==> config.mk <==
export PLATFORM = sky130hd
export DESIGN_NAME = credit_counter_top
export DESIGN_NICKNAME = d
export VERILOG_FILES = /design/src/design/credit_pkg.sv /design/src/design/grant_decoder.sv /design/src/design/ovc_state_ctrl.sv /design/src/design/full_mask_gen.sv /design/src/design/credit_counter_top.sv
export SDC_FILE = /design/constraint.sdc
export NUM_CORES = 1
export LEC_CHECK = 0
export BUFFER_PORTS_ARGS = -buffer_cell sky130_fd_sc_hd__buf_2
export CORE_MARGIN = 3
export CORE_UTILIZATION = 35
export CTS_CLUSTER_DIAMETER = 30
export DETAILED_ROUTE_END_ITERATION = 16
export PLACE_DENSITY_LB_ADDON = 0.05
export SETUP_SLACK_MARGIN = 0.15
export SLEW_MARGIN = 20
export SYNTH_ARGS = -nofsm -noshare
export SYNTH_HDL_FRONTEND = slang
export SYNTH_SLANG_ARGS = --single-unit
==> constraint.sdc <==
create_clock -name clk -period 2.7 [get_ports clk]
set_input_delay 0.27 -clock clk [delete_from_list [all_inputs] [get_ports clk]]
set_output_delay 0.27 -clock clk [all_outputs]
set_load 0.01 [all_outputs]
==> src/design/credit_pkg.sv <==
package credit_pkg;

    // allocation state of one output VC
    typedef enum logic {
        OVC_FREE      = 1'b0, // no packet owns the OVC
        OVC_ALLOCATED = 1'b1  // held until the tail flit leaves
    } ovc_state_e;

    // one counter step per cycle
    typedef enum logic [1:0] {
        CREDIT_HOLD = 2'd0, // no event, or credit and decrement together
        CREDIT_INC  = 2'd1, // credit back from downstream
        CREDIT_DEC  = 2'd2  // flit sent or head claimed by allocation
    } credit_op_e;

    // default router sizes
    parameter int DEFAULT_V = 2; // virtual channels per port
    parameter int DEFAULT_P = 5; // router ports
    parameter int DEFAULT_B = 4; // flit buffers per VC downstream

endpackage

==> src/design/grant_decoder.sv <==
`timescale 1ns/10ps

module grant_decoder #(
    parameter int V       = credit_pkg::DEFAULT_V,
    parameter int P       = credit_pkg::DEFAULT_P,
    parameter int PORT_ID = 0
) (
    input  logic [V-1:0]   granted_ivc_i,       // one-hot, may be zero
    input  logic [V-1:0]   flit_is_tail_i,
    input  logic [V-1:0]   ovc_is_assigned_i,
    input  logic [V*V-1:0] assigned_ovc_num_i,  // one-hot OVC per input VC
    input  logic [P-2:0]   granted_dest_port_i, // relative, own port left out
    output logic [P*V-1:0] credit_dec_o,        // absolute OVC index
    output logic [P*V-1:0] ovc_release_o
);

    localparam int PV = P * V;

    logic [V-1:0]  granted_ovc;  // OVC of the granted input VC
    logic          granted_tail;
    logic [PV-1:0] dec_vec;

    // one-hot mux over the input VCs of this port
    always_comb begin
        granted_ovc  = '0;
        granted_tail = 1'b0;
        for (int i = 0; i < V; i++) begin
            if (granted_ivc_i[i]) begin
                if (ovc_is_assigned_i[i]) begin
                    granted_ovc = granted_ovc | assigned_ovc_num_i[i*V +: V];
                end
                granted_tail = granted_tail | flit_is_tail_i[i];
            end
        end
    end

    // place the OVC bits at the absolute output port
    always_comb begin
        int abs_port;
        dec_vec = '0;
        for (int j = 0; j < P - 1; j++) begin
            abs_port = (j < PORT_ID) ? j : j + 1; // skip the source port
            if (granted_dest_port_i[j]) begin
                dec_vec[abs_port*V +: V] = granted_ovc;
            end
        end
    end

    assign credit_dec_o  = dec_vec;
    assign ovc_release_o = granted_tail ? dec_vec : '0; // tail frees the OVC

endmodule

==> src/design/ovc_state_ctrl.sv <==
`timescale 1ns/10ps

module ovc_state_ctrl #(
    parameter int V = credit_pkg::DEFAULT_V,
    parameter int P = credit_pkg::DEFAULT_P,
    parameter int B = credit_pkg::DEFAULT_B
) (
    input  logic           clk,
    input  logic           reset,
    input  logic [P*V-1:0] credit_in_i,
    input  logic [P*V-1:0] credit_dec_i,    // merged switch grants
    input  logic [P*V-1:0] ovc_release_i,   // tail flit left
    input  logic [P*V-1:0] ovc_allocated_i, // head claims the OVC
    output logic [P*V-1:0] full_o,
    output logic [P*V-1:0] nearly_full_o,
    output logic [P*V-1:0] ovc_available_o
);

    localparam int PV = P * V;
    localparam int CW = $clog2(B + 1);
    localparam logic [CW-1:0] B_CNT = CW'(B);

    logic [CW-1:0]          credit_cnt_q    [PV];
    logic [CW-1:0]          credit_cnt_next [PV];
    credit_pkg::credit_op_e credit_op       [PV];
    credit_pkg::ovc_state_e ovc_state_q     [PV];
    logic [PV-1:0]          full_q;
    logic [PV-1:0]          nearly_full_q;
    logic [PV-1:0]          full_next;
    logic [PV-1:0]          nearly_full_next;
    logic [PV-1:0]          dec_all;

    // allocation also takes the head flit's credit
    assign dec_all = credit_dec_i | ovc_allocated_i;

    always_comb begin
        for (int k = 0; k < PV; k++) begin
            if (credit_in_i[k] && !dec_all[k]) begin
                credit_op[k] = credit_pkg::CREDIT_INC;
            end else if (!credit_in_i[k] && dec_all[k]) begin
                credit_op[k] = credit_pkg::CREDIT_DEC;
            end else begin
                credit_op[k] = credit_pkg::CREDIT_HOLD; // both cancel out
            end
            case (credit_op[k])
                credit_pkg::CREDIT_INC:  credit_cnt_next[k] = credit_cnt_q[k] + 1'b1;
                credit_pkg::CREDIT_DEC:  credit_cnt_next[k] = credit_cnt_q[k] - 1'b1;
                default:                 credit_cnt_next[k] = credit_cnt_q[k];
            endcase
            full_next[k]        = (credit_cnt_next[k] == '0);
            nearly_full_next[k] = (credit_cnt_next[k] <= CW'(1));
        end
    end

    always_ff @(posedge clk or posedge reset) begin
        if (reset) begin
            for (int k = 0; k < PV; k++) begin
                credit_cnt_q[k] <= B_CNT;                // all buffers empty
                ovc_state_q[k]  <= credit_pkg::OVC_FREE;
            end
            full_q        <= '0;
            nearly_full_q <= '0;
        end else begin
            for (int k = 0; k < PV; k++) begin
                credit_cnt_q[k] <= credit_cnt_next[k];
                if (ovc_allocated_i[k]) begin
                    ovc_state_q[k] <= credit_pkg::OVC_ALLOCATED; // wins over release
                end else if (ovc_release_i[k]) begin
                    ovc_state_q[k] <= credit_pkg::OVC_FREE;
                end
            end
            full_q        <= full_next;        // flags track the counter
            nearly_full_q <= nearly_full_next;
        end
    end

    // non-atomic reuse, free and room for more than one flit
    always_comb begin
        for (int k = 0; k < PV; k++) begin
            ovc_available_o[k] = (ovc_state_q[k] == credit_pkg::OVC_FREE) && !nearly_full_q[k];
        end
    end

    assign full_o        = full_q;
    assign nearly_full_o = nearly_full_q;

endmodule

==> src/design/full_mask_gen.sv <==
`timescale 1ns/10ps

module full_mask_gen #(
    parameter int V       = credit_pkg::DEFAULT_V,
    parameter int P       = credit_pkg::DEFAULT_P,
    parameter int PORT_ID = 0
) (
    input  logic           clk,
    input  logic           reset,
    input  logic [P*V-1:0] full_i,
    input  logic [P*V-1:0] nearly_full_i,
    input  logic [P*V-1:0] credit_in_i,
    input  logic [P-2:0]   dest_port_i,        // relative one-hot
    input  logic [V-1:0]   assigned_ovc_num_i, // one-hot
    input  logic           ivc_sw_grant_i,     // this input VC sends now
    output logic           assigned_ovc_not_full_o
);

    localparam int PV = P * V;

    logic [PV-1:0] full_nc;        // full with no credit arriving
    logic [PV-1:0] nearly_full_nc;
    logic [V-1:0]  full_port;      // flags of the destination port
    logic [V-1:0]  nearly_full_port;
    logic          full_hit;
    logic          nearly_full_hit;
    logic          mask_q;

    // an arriving credit lifts the OVC out of full
    assign full_nc        = full_i & ~credit_in_i;
    assign nearly_full_nc = nearly_full_i & ~credit_in_i;

    // destination port mux, own port is not in dest_port_i
    always_comb begin
        int abs_port;
        full_port        = '0;
        nearly_full_port = '0;
        for (int j = 0; j < P - 1; j++) begin
            abs_port = (j < PORT_ID) ? j : j + 1;
            if (dest_port_i[j]) begin
                full_port        = full_port | full_nc[abs_port*V +: V];
                nearly_full_port = nearly_full_port | nearly_full_nc[abs_port*V +: V];
            end
        end
    end

    // assigned OVC select
    assign full_hit        = |(full_port & assigned_ovc_num_i);
    assign nearly_full_hit = |(nearly_full_port & assigned_ovc_num_i) & ivc_sw_grant_i;

    always_ff @(posedge clk or posedge reset) begin
        if (reset) begin
            mask_q <= 1'b0;
        end else begin
            mask_q <= full_hit | nearly_full_hit; // last credit in flight
        end
    end

    assign assigned_ovc_not_full_o = ~mask_q;

endmodule

==> src/design/credit_counter_top.sv <==
`timescale 1ns/10ps

module credit_counter_top #(
    parameter int V = credit_pkg::DEFAULT_V,
    parameter int P = credit_pkg::DEFAULT_P,
    parameter int B = credit_pkg::DEFAULT_B
) (
    input  logic                     clk,
    input  logic                     reset,
    input  logic [P*V-1:0]           ovc_allocated_i,     // from VC allocator
    input  logic [P*V-1:0]           credit_in_i,         // from downstream
    input  logic [P*V-1:0]           granted_ivc_i,       // one-hot per input port
    input  logic [P*(P-1)-1:0]       granted_dest_port_i, // one-hot over other ports
    input  logic [P*V-1:0]           flit_is_tail_i,
    input  logic [P*V-1:0]           ovc_is_assigned_i,
    input  logic [P*V*V-1:0]         assigned_ovc_num_i,  // one-hot per input VC
    input  logic [P*V*(P-1)-1:0]     dest_port_i,
    input  logic [P*V-1:0]           ivc_sw_grant_i,
    output logic [P*V-1:0]           ovc_available_o,
    output logic [P*V-1:0]           assigned_ovc_not_full_o
);

    localparam int PV = P * V;
    localparam int P1 = P - 1;

    logic [PV-1:0] dec_per_port [P]; // each input port's share
    logic [PV-1:0] rel_per_port [P];
    logic [PV-1:0] credit_dec;
    logic [PV-1:0] ovc_release;
    logic [PV-1:0] full;
    logic [PV-1:0] nearly_full;

    // grants come from one input port at a time per output, merge them
    always_comb begin
        credit_dec  = '0;
        ovc_release = '0;
        for (int p = 0; p < P; p++) begin
            credit_dec  = credit_dec | dec_per_port[p];
            ovc_release = ovc_release | rel_per_port[p];
        end
    end

    for (genvar p = 0; p < P; p++) begin : g_port
        grant_decoder #(
            .V       (V),
            .P       (P),
            .PORT_ID (p)
        ) i_grant_decoder (
            .granted_ivc_i       (granted_ivc_i[p*V +: V]),
            .flit_is_tail_i      (flit_is_tail_i[p*V +: V]),
            .ovc_is_assigned_i   (ovc_is_assigned_i[p*V +: V]),
            .assigned_ovc_num_i  (assigned_ovc_num_i[p*V*V +: V*V]),
            .granted_dest_port_i (granted_dest_port_i[p*P1 +: P1]),
            .credit_dec_o        (dec_per_port[p]),
            .ovc_release_o       (rel_per_port[p])
        );
    end

    ovc_state_ctrl #(
        .V (V),
        .P (P),
        .B (B)
    ) i_ovc_state_ctrl (
        .clk             (clk),
        .reset           (reset),
        .credit_in_i     (credit_in_i),
        .credit_dec_i    (credit_dec),
        .ovc_release_i   (ovc_release),
        .ovc_allocated_i (ovc_allocated_i),
        .full_o          (full),
        .nearly_full_o   (nearly_full),
        .ovc_available_o (ovc_available_o)
    );

    for (genvar k = 0; k < PV; k++) begin : g_ivc
        full_mask_gen #(
            .V       (V),
            .P       (P),
            .PORT_ID (k / V) // input port of this VC
        ) i_full_mask_gen (
            .clk                     (clk),
            .reset                   (reset),
            .full_i                  (full),
            .nearly_full_i           (nearly_full),
            .credit_in_i             (credit_in_i),
            .dest_port_i             (dest_port_i[k*P1 +: P1]),
            .assigned_ovc_num_i      (assigned_ovc_num_i[k*V +: V]),
            .ivc_sw_grant_i          (ivc_sw_grant_i[k]),
            .assigned_ovc_not_full_o (assigned_ovc_not_full_o[k])
        );
    end

endmodule

**Word-level counts from Yosys, hierarchy flattened**

Cells that the tools add are included.
Widths: inputs -> output; s select.

- $add $sub $neg: 20
- Muxes and demuxes: 185
- Eq/ne operators: 20
- Bitwise gates (word level): 142
- Reductions and logical operators: 100
- $lt $le $gt $ge: 10

Operators with widths:

| operator | number |
|---|---|
| $mux 2 | 140 |
| $or 2x2->2 | 65 |
| $or 10x10->10 | 8 |
| $pmux 3 s2 | 10 |
| $and 2x2->2 | 20 |
| $mux 10 | 4 |
| $reduce_or 2->1 | 20 |
| $add 3x1->3 const B | 10 |
| $le 3x1->1 const B | 10 |
| $logic_and 1x1->1 | 30 |
| $logic_not 1->1 | 30 |
| $logic_not 3->1 | 10 |
| $mux 1 | 30 |
| $sub 3x1->3 const B | 10 |
| $and 10x10->10 | 2 |
| $eq 2x1->1 const B | 10 |
| $eq 2x2->1 const B | 10 |
| $not 1->1 | 20 |
| $reduce_bool 2->1 | 10 |
| $or 1x1->1 | 15 |
| $and 1x1->1 | 10 |
| $not 10->10 | 1 |
| $or 10x8->10 | 1 |
| $mux 8 | 1 |

- Output and inout port bits: 20
- Bits of input ports: 142
- Word-level logic and storage cells: 509
- Register bits after elaboration: 70

**Longest topological paths before layout**

- Word-level depth: 17
- Depth in mapped cells: 11
- Gate-level depth less buffers: 11

**Cells and area by module**

A second synthesis with hierarchy kept.

- Cells, all modules: 761
- Area total of the unflattened synthesis: 6213.5 um2

Modules (own cells, without submodules):

| module | seq. area each (um2) | instances | area each (um2) | cells an instance |
|---|---|---|---|---|
| ovc_state_ctrl | 1514.0 | 1 | 3079.2 | 281 |
| full_mask_gen | 25.0 | 10 | 200.2 | 27 |
| grant_decoder | 0.0 | 5 | 176.4 | 30 |
| credit_counter_top | 0.0 | 1 | 250.2 | 60 |

**Worst setup path before layout**

No wires, ideal clock.

- Kind: input-to-reg
- Start point: in granted_ivc_i[6]
- End point: reg i_ovc_state_ctrl.full_q[3] (netlist: i_ovc_state_ctrl.full_o[3])
- Setup time: 0.129 ns
- Data required time: 2.571 ns
- Buffers on the path: 0
- Stages: 11
- Setup slack: 0.773 ns
- Arrival time: 1.798 ns
- Path through: nand3_1 -> nand2_1 -> a222oi_1 -> nand2_1 -> ha_1 -> inv_1 -> fa_1 -> xor2_1 -> nor2_1 -> xor2_1 -> nor3_1

RTL lines:

| element | RTL line | source |
|---|---|---|
| start: declaration | credit_counter_top.sv:12 | `input logic [P*V-1:0] granted_ivc_i,` |
| end signal: assignment | ovc_state_ctrl.sv:72 | `full_q <= full_next;` |
| end: declaration | ovc_state_ctrl.sv:27 | `logic [PV-1:0] full_q;` |

==> run_results.csv <==
group,metric,value,unit
route,vias,5162,
route,avgViaCountPerCell,5.78,
timing,finClkSkew,0.00992,ns
floorplan,die_area,16100,um2
route,wire_per_inst,22.6,um
cells_and_area,diodes,0,
yosys,synth_fp_nets,728,
clocking,root_buffer,"clkbuf_16",
floorplan,coreArea,14100,um2
clocking,hold_buffers,0,
yosys,synth.avg_cell_area,9.04,um2
timing,rsz0062_at_grt,"false",
yosys,ys_top_cells_by_count,"60 x a21oi_1, 60 x dfrtp_1, 51 x inv_1, 50 x nand2_1",
cells_and_area,multi_input_area,2980,um2
route,dr.pass1.iters,6,
timing,hold_violations,0,
setup_path,endpoint_kind,"register",
cells_and_area,final_util,45.0,%
clocking,clk_latency,0.34,ns
yosys,synth_top_area_share,29.3,%
cells_and_area,num-nets-final,870,
route,wl,20200,um
setup_path,cp-start-kind,"input pin",
placement,port_buffers,161,
power,power_frac_comb,35.9,%
clocking,clk_pin_slew_worst_paths,0.06,ns
yosys,synth-edff-count,0,
power,switching_share,38.6,%
setup_path,r2r-start,"i_ovc_state_ctrl.credit_cnt_q[27]$_DFF_PP0_",
timing,worst_slack,0.621,ns
floorplan,io_pins,162,
global_routing,grt_pass1_wl,30500,um
cells_and_area,n_fill_cell,1391,
yosys,synth_ff_type,"dfrtp_1",
cells_and_area,area_delta_synth_final,24.0,%
route,drc,0,
clocking,cts_tree,"done",
timing,tightest_slew,0.708,ns
yosys,yosysWarnings,0,
setup_path,worst-path-max-fanout,4,
placement,place_congestion,0.890,
clocking,cts_buffers,9,
yosys,ys_seq_area_share,34.5,%
status,status,"finished, final reports clean",
cells_and_area,register_area,1760,um2
global_routing,grtUsageTotal,24.9,%
setup_path,required,2.95,ns
global_routing,grt_max_degree,43,
setup_path,crit_type,"in -> reg",
power,peakVddDrop,0.337,mV
clocking,cts.sinks,70,
yosys,syn_inst,566,
placement,dpl.hpwl,15500,um
floorplan,die_h,127,um
yosys,syn_area,5120,um2
timing,fmax,0.481,GHz
yosys,synthTopCellsByArea,"dfrtp_1 29%, a21oi_1 5.9%, nand3b_1 5.9%, nor3b_1 5.9%, dfstp_2 5.1%",
timing,post-route-period-util,77.0,%
min_path,min_path_type,"in -> async",
floorplan,rows,43,
route,drtIter0Drc,573,
setup_path,cp.arrival,2.33,ns
timing,slew_violations,0,
power,p_int,3260,uW
timing,setup_viol,0,
yosys,yosysTopAreaCell,"dfrtp_1",
global_routing,first_global_vias,5280,
power,pwr-share-seq,37.4,%
route,detail-route-antenna-nets,0,
yosys,ys_types,30,
floorplan,start_util,36.3,%
global_routing,antenna_found_initial,0,
timing,finalCriticalPeriod,2.08,ns
global_routing,grt_overflow,0,
clocking,ctsResizeCount,0,
floorplan,dieWidth,127,um
power,p_leak,0.00288,uW
timing,tns,0,ns
clocking,cts_setup_buffers,0,
setup_path,cp-startpoint,"assigned_ovc_num_i[13]",
clocking,htreeDepth,3,
power,power.density,837,nW/um2
cells_and_area,drive_gt1_share,28.8,%
power,clockPowerShare,26.7,%
placement,dpl_worst_slack,0.296,ns
yosys,ys_seq_elements,70,
run,max-cap-violations,0,
clocking,clock_path_buffers,2,
timing,relSlewSlack,52.7,%
power,power.switching,2050,uW
yosys,synthArstFlopShare,100,%
==> area by class of cell <==
class	count	share of cell area, %
clock buffer	11	3.83
clock inverter	5	1.68
inverter	51	3.02
multi-input combinational	413	47.0
sequential	70	27.8
tap	180	3.55
timing repair buffer	163	13.1
==> power groups by stage <==
stage | sequential, uW | combinational (uW) | clock, uW
after global routing | 2020 | 2180 | 1490
after CTS | 1970 | 1920 | 1440
after floorplan | 1670 | 1550 | 0
after global placement | 1990 | 1840 | 0
after detailed placement | 1990 | 1910 | 0
final | 1990 | 1910 | 1420
==> state kept, by name (all words and copies together) (netlist names) <==
signal,cells
g_ivc.i_full_mask_gen.mask_q,10
i_ovc_state_ctrl.credit_cnt_q,30
i_ovc_state_ctrl.full_o,10
i_ovc_state_ctrl.nearly_full_o,10
i_ovc_state_ctrl.ovc_state_q,10
==> final timing paths <==
path	to	slack (ns)	cells past startpoint
setup / recovery	i_ovc_state_ctrl.full_o[3]$_DFF_PP0_	0.62	12
hold / removal	i_ovc_state_ctrl.nearly_full_o[6]$_DFF_PP0_	0.02	2
setup reg to reg	i_ovc_state_ctrl.full_o[0]$_DFF_PP0_	1.10	6
hold reg to reg	i_ovc_state_ctrl.credit_cnt_q[6]$_DFF_PP0_	0.50	1
max in group asynchronous	i_ovc_state_ctrl.credit_cnt_q[5]$_DFF_PP1_	1.95	3
min in group clk	i_ovc_state_ctrl.ovc_state_q[6]$_DFFE_PP0P_	0.14	2
==> layout by cell type (no fill, tap or decap), drive strengths merged, types with 3 or more instances in the layout <==
master  netlist  routed
buf          16     163
a21oi        60      60
dfrtp        60      60
inv          51      51
nand2        50      50
nand3b       40      40
nor3b        40      40
nor2         30      30
nand3        20      20
xor2         20      20
a21boi       20      20
a22o         20      20
o41ai        20      20
a22oi        15      15
clkbuf       16      11
a41o         10      10
xnor2        10      10
mux2i        10      10
a222oi       10      10
nor3         10      10
fa           10      10
ha           10      10
dfstp        10      10
nor2b         8       8
bufinv        0       3
==> layer usage <==
metal / wire (um) / global-route usage (%)
met1: 8940 / 34.4
met2: 9260 / 39.6
met3: 1470 / 4.21
met4: 526 / 8.39
met5: 0 / 0
==> stage by stage <==
| stage | hold WS (ns) | instance area (um2) | cells | power [uW] |
|---|---|---|---|---|
| global placement | 0.408 | 5990 | 877 | 3830 |
| CTS | 0.0341 | 6340 | 893 | 5330 |
| finish | 0.0224 | 6340 | 893 | 5310 |
| global route | 0.0817 | 6340 | 893 | 5690 |
| floorplan | 0.371 | 5120 | 566 | 3220 |
| detailed placement | 0.406 | 5990 | 877 | 3890 |
==> worst max-delay path, stage by stage <==
cell	delay (ns)
buf_2	0.12
nand3_1	0.09
nand2_1	0.21
a222oi_1	0.42
nand2_1	0.12
ha_1	0.22
inv_1	0.08
fa_1	0.19
xor2_1	0.15
nor2_1	0.06
xor2_1	0.16
nor3_1	0.22
==> logic make-up after synthesis <==
| family | synth area share [%] |
|---|---|
| and+or+nand+nor | 21.6 |
| buffers and inverters | 7.26 |
| DFF | 34.5 |
| xor gates and xnor gates | 5.14 |
| AOI/OAI and AO/OA | 23.2 |
| adders and majority gates | 6.36 |
| muxes | 1.96 |
(Power assumes the default switching activity.)
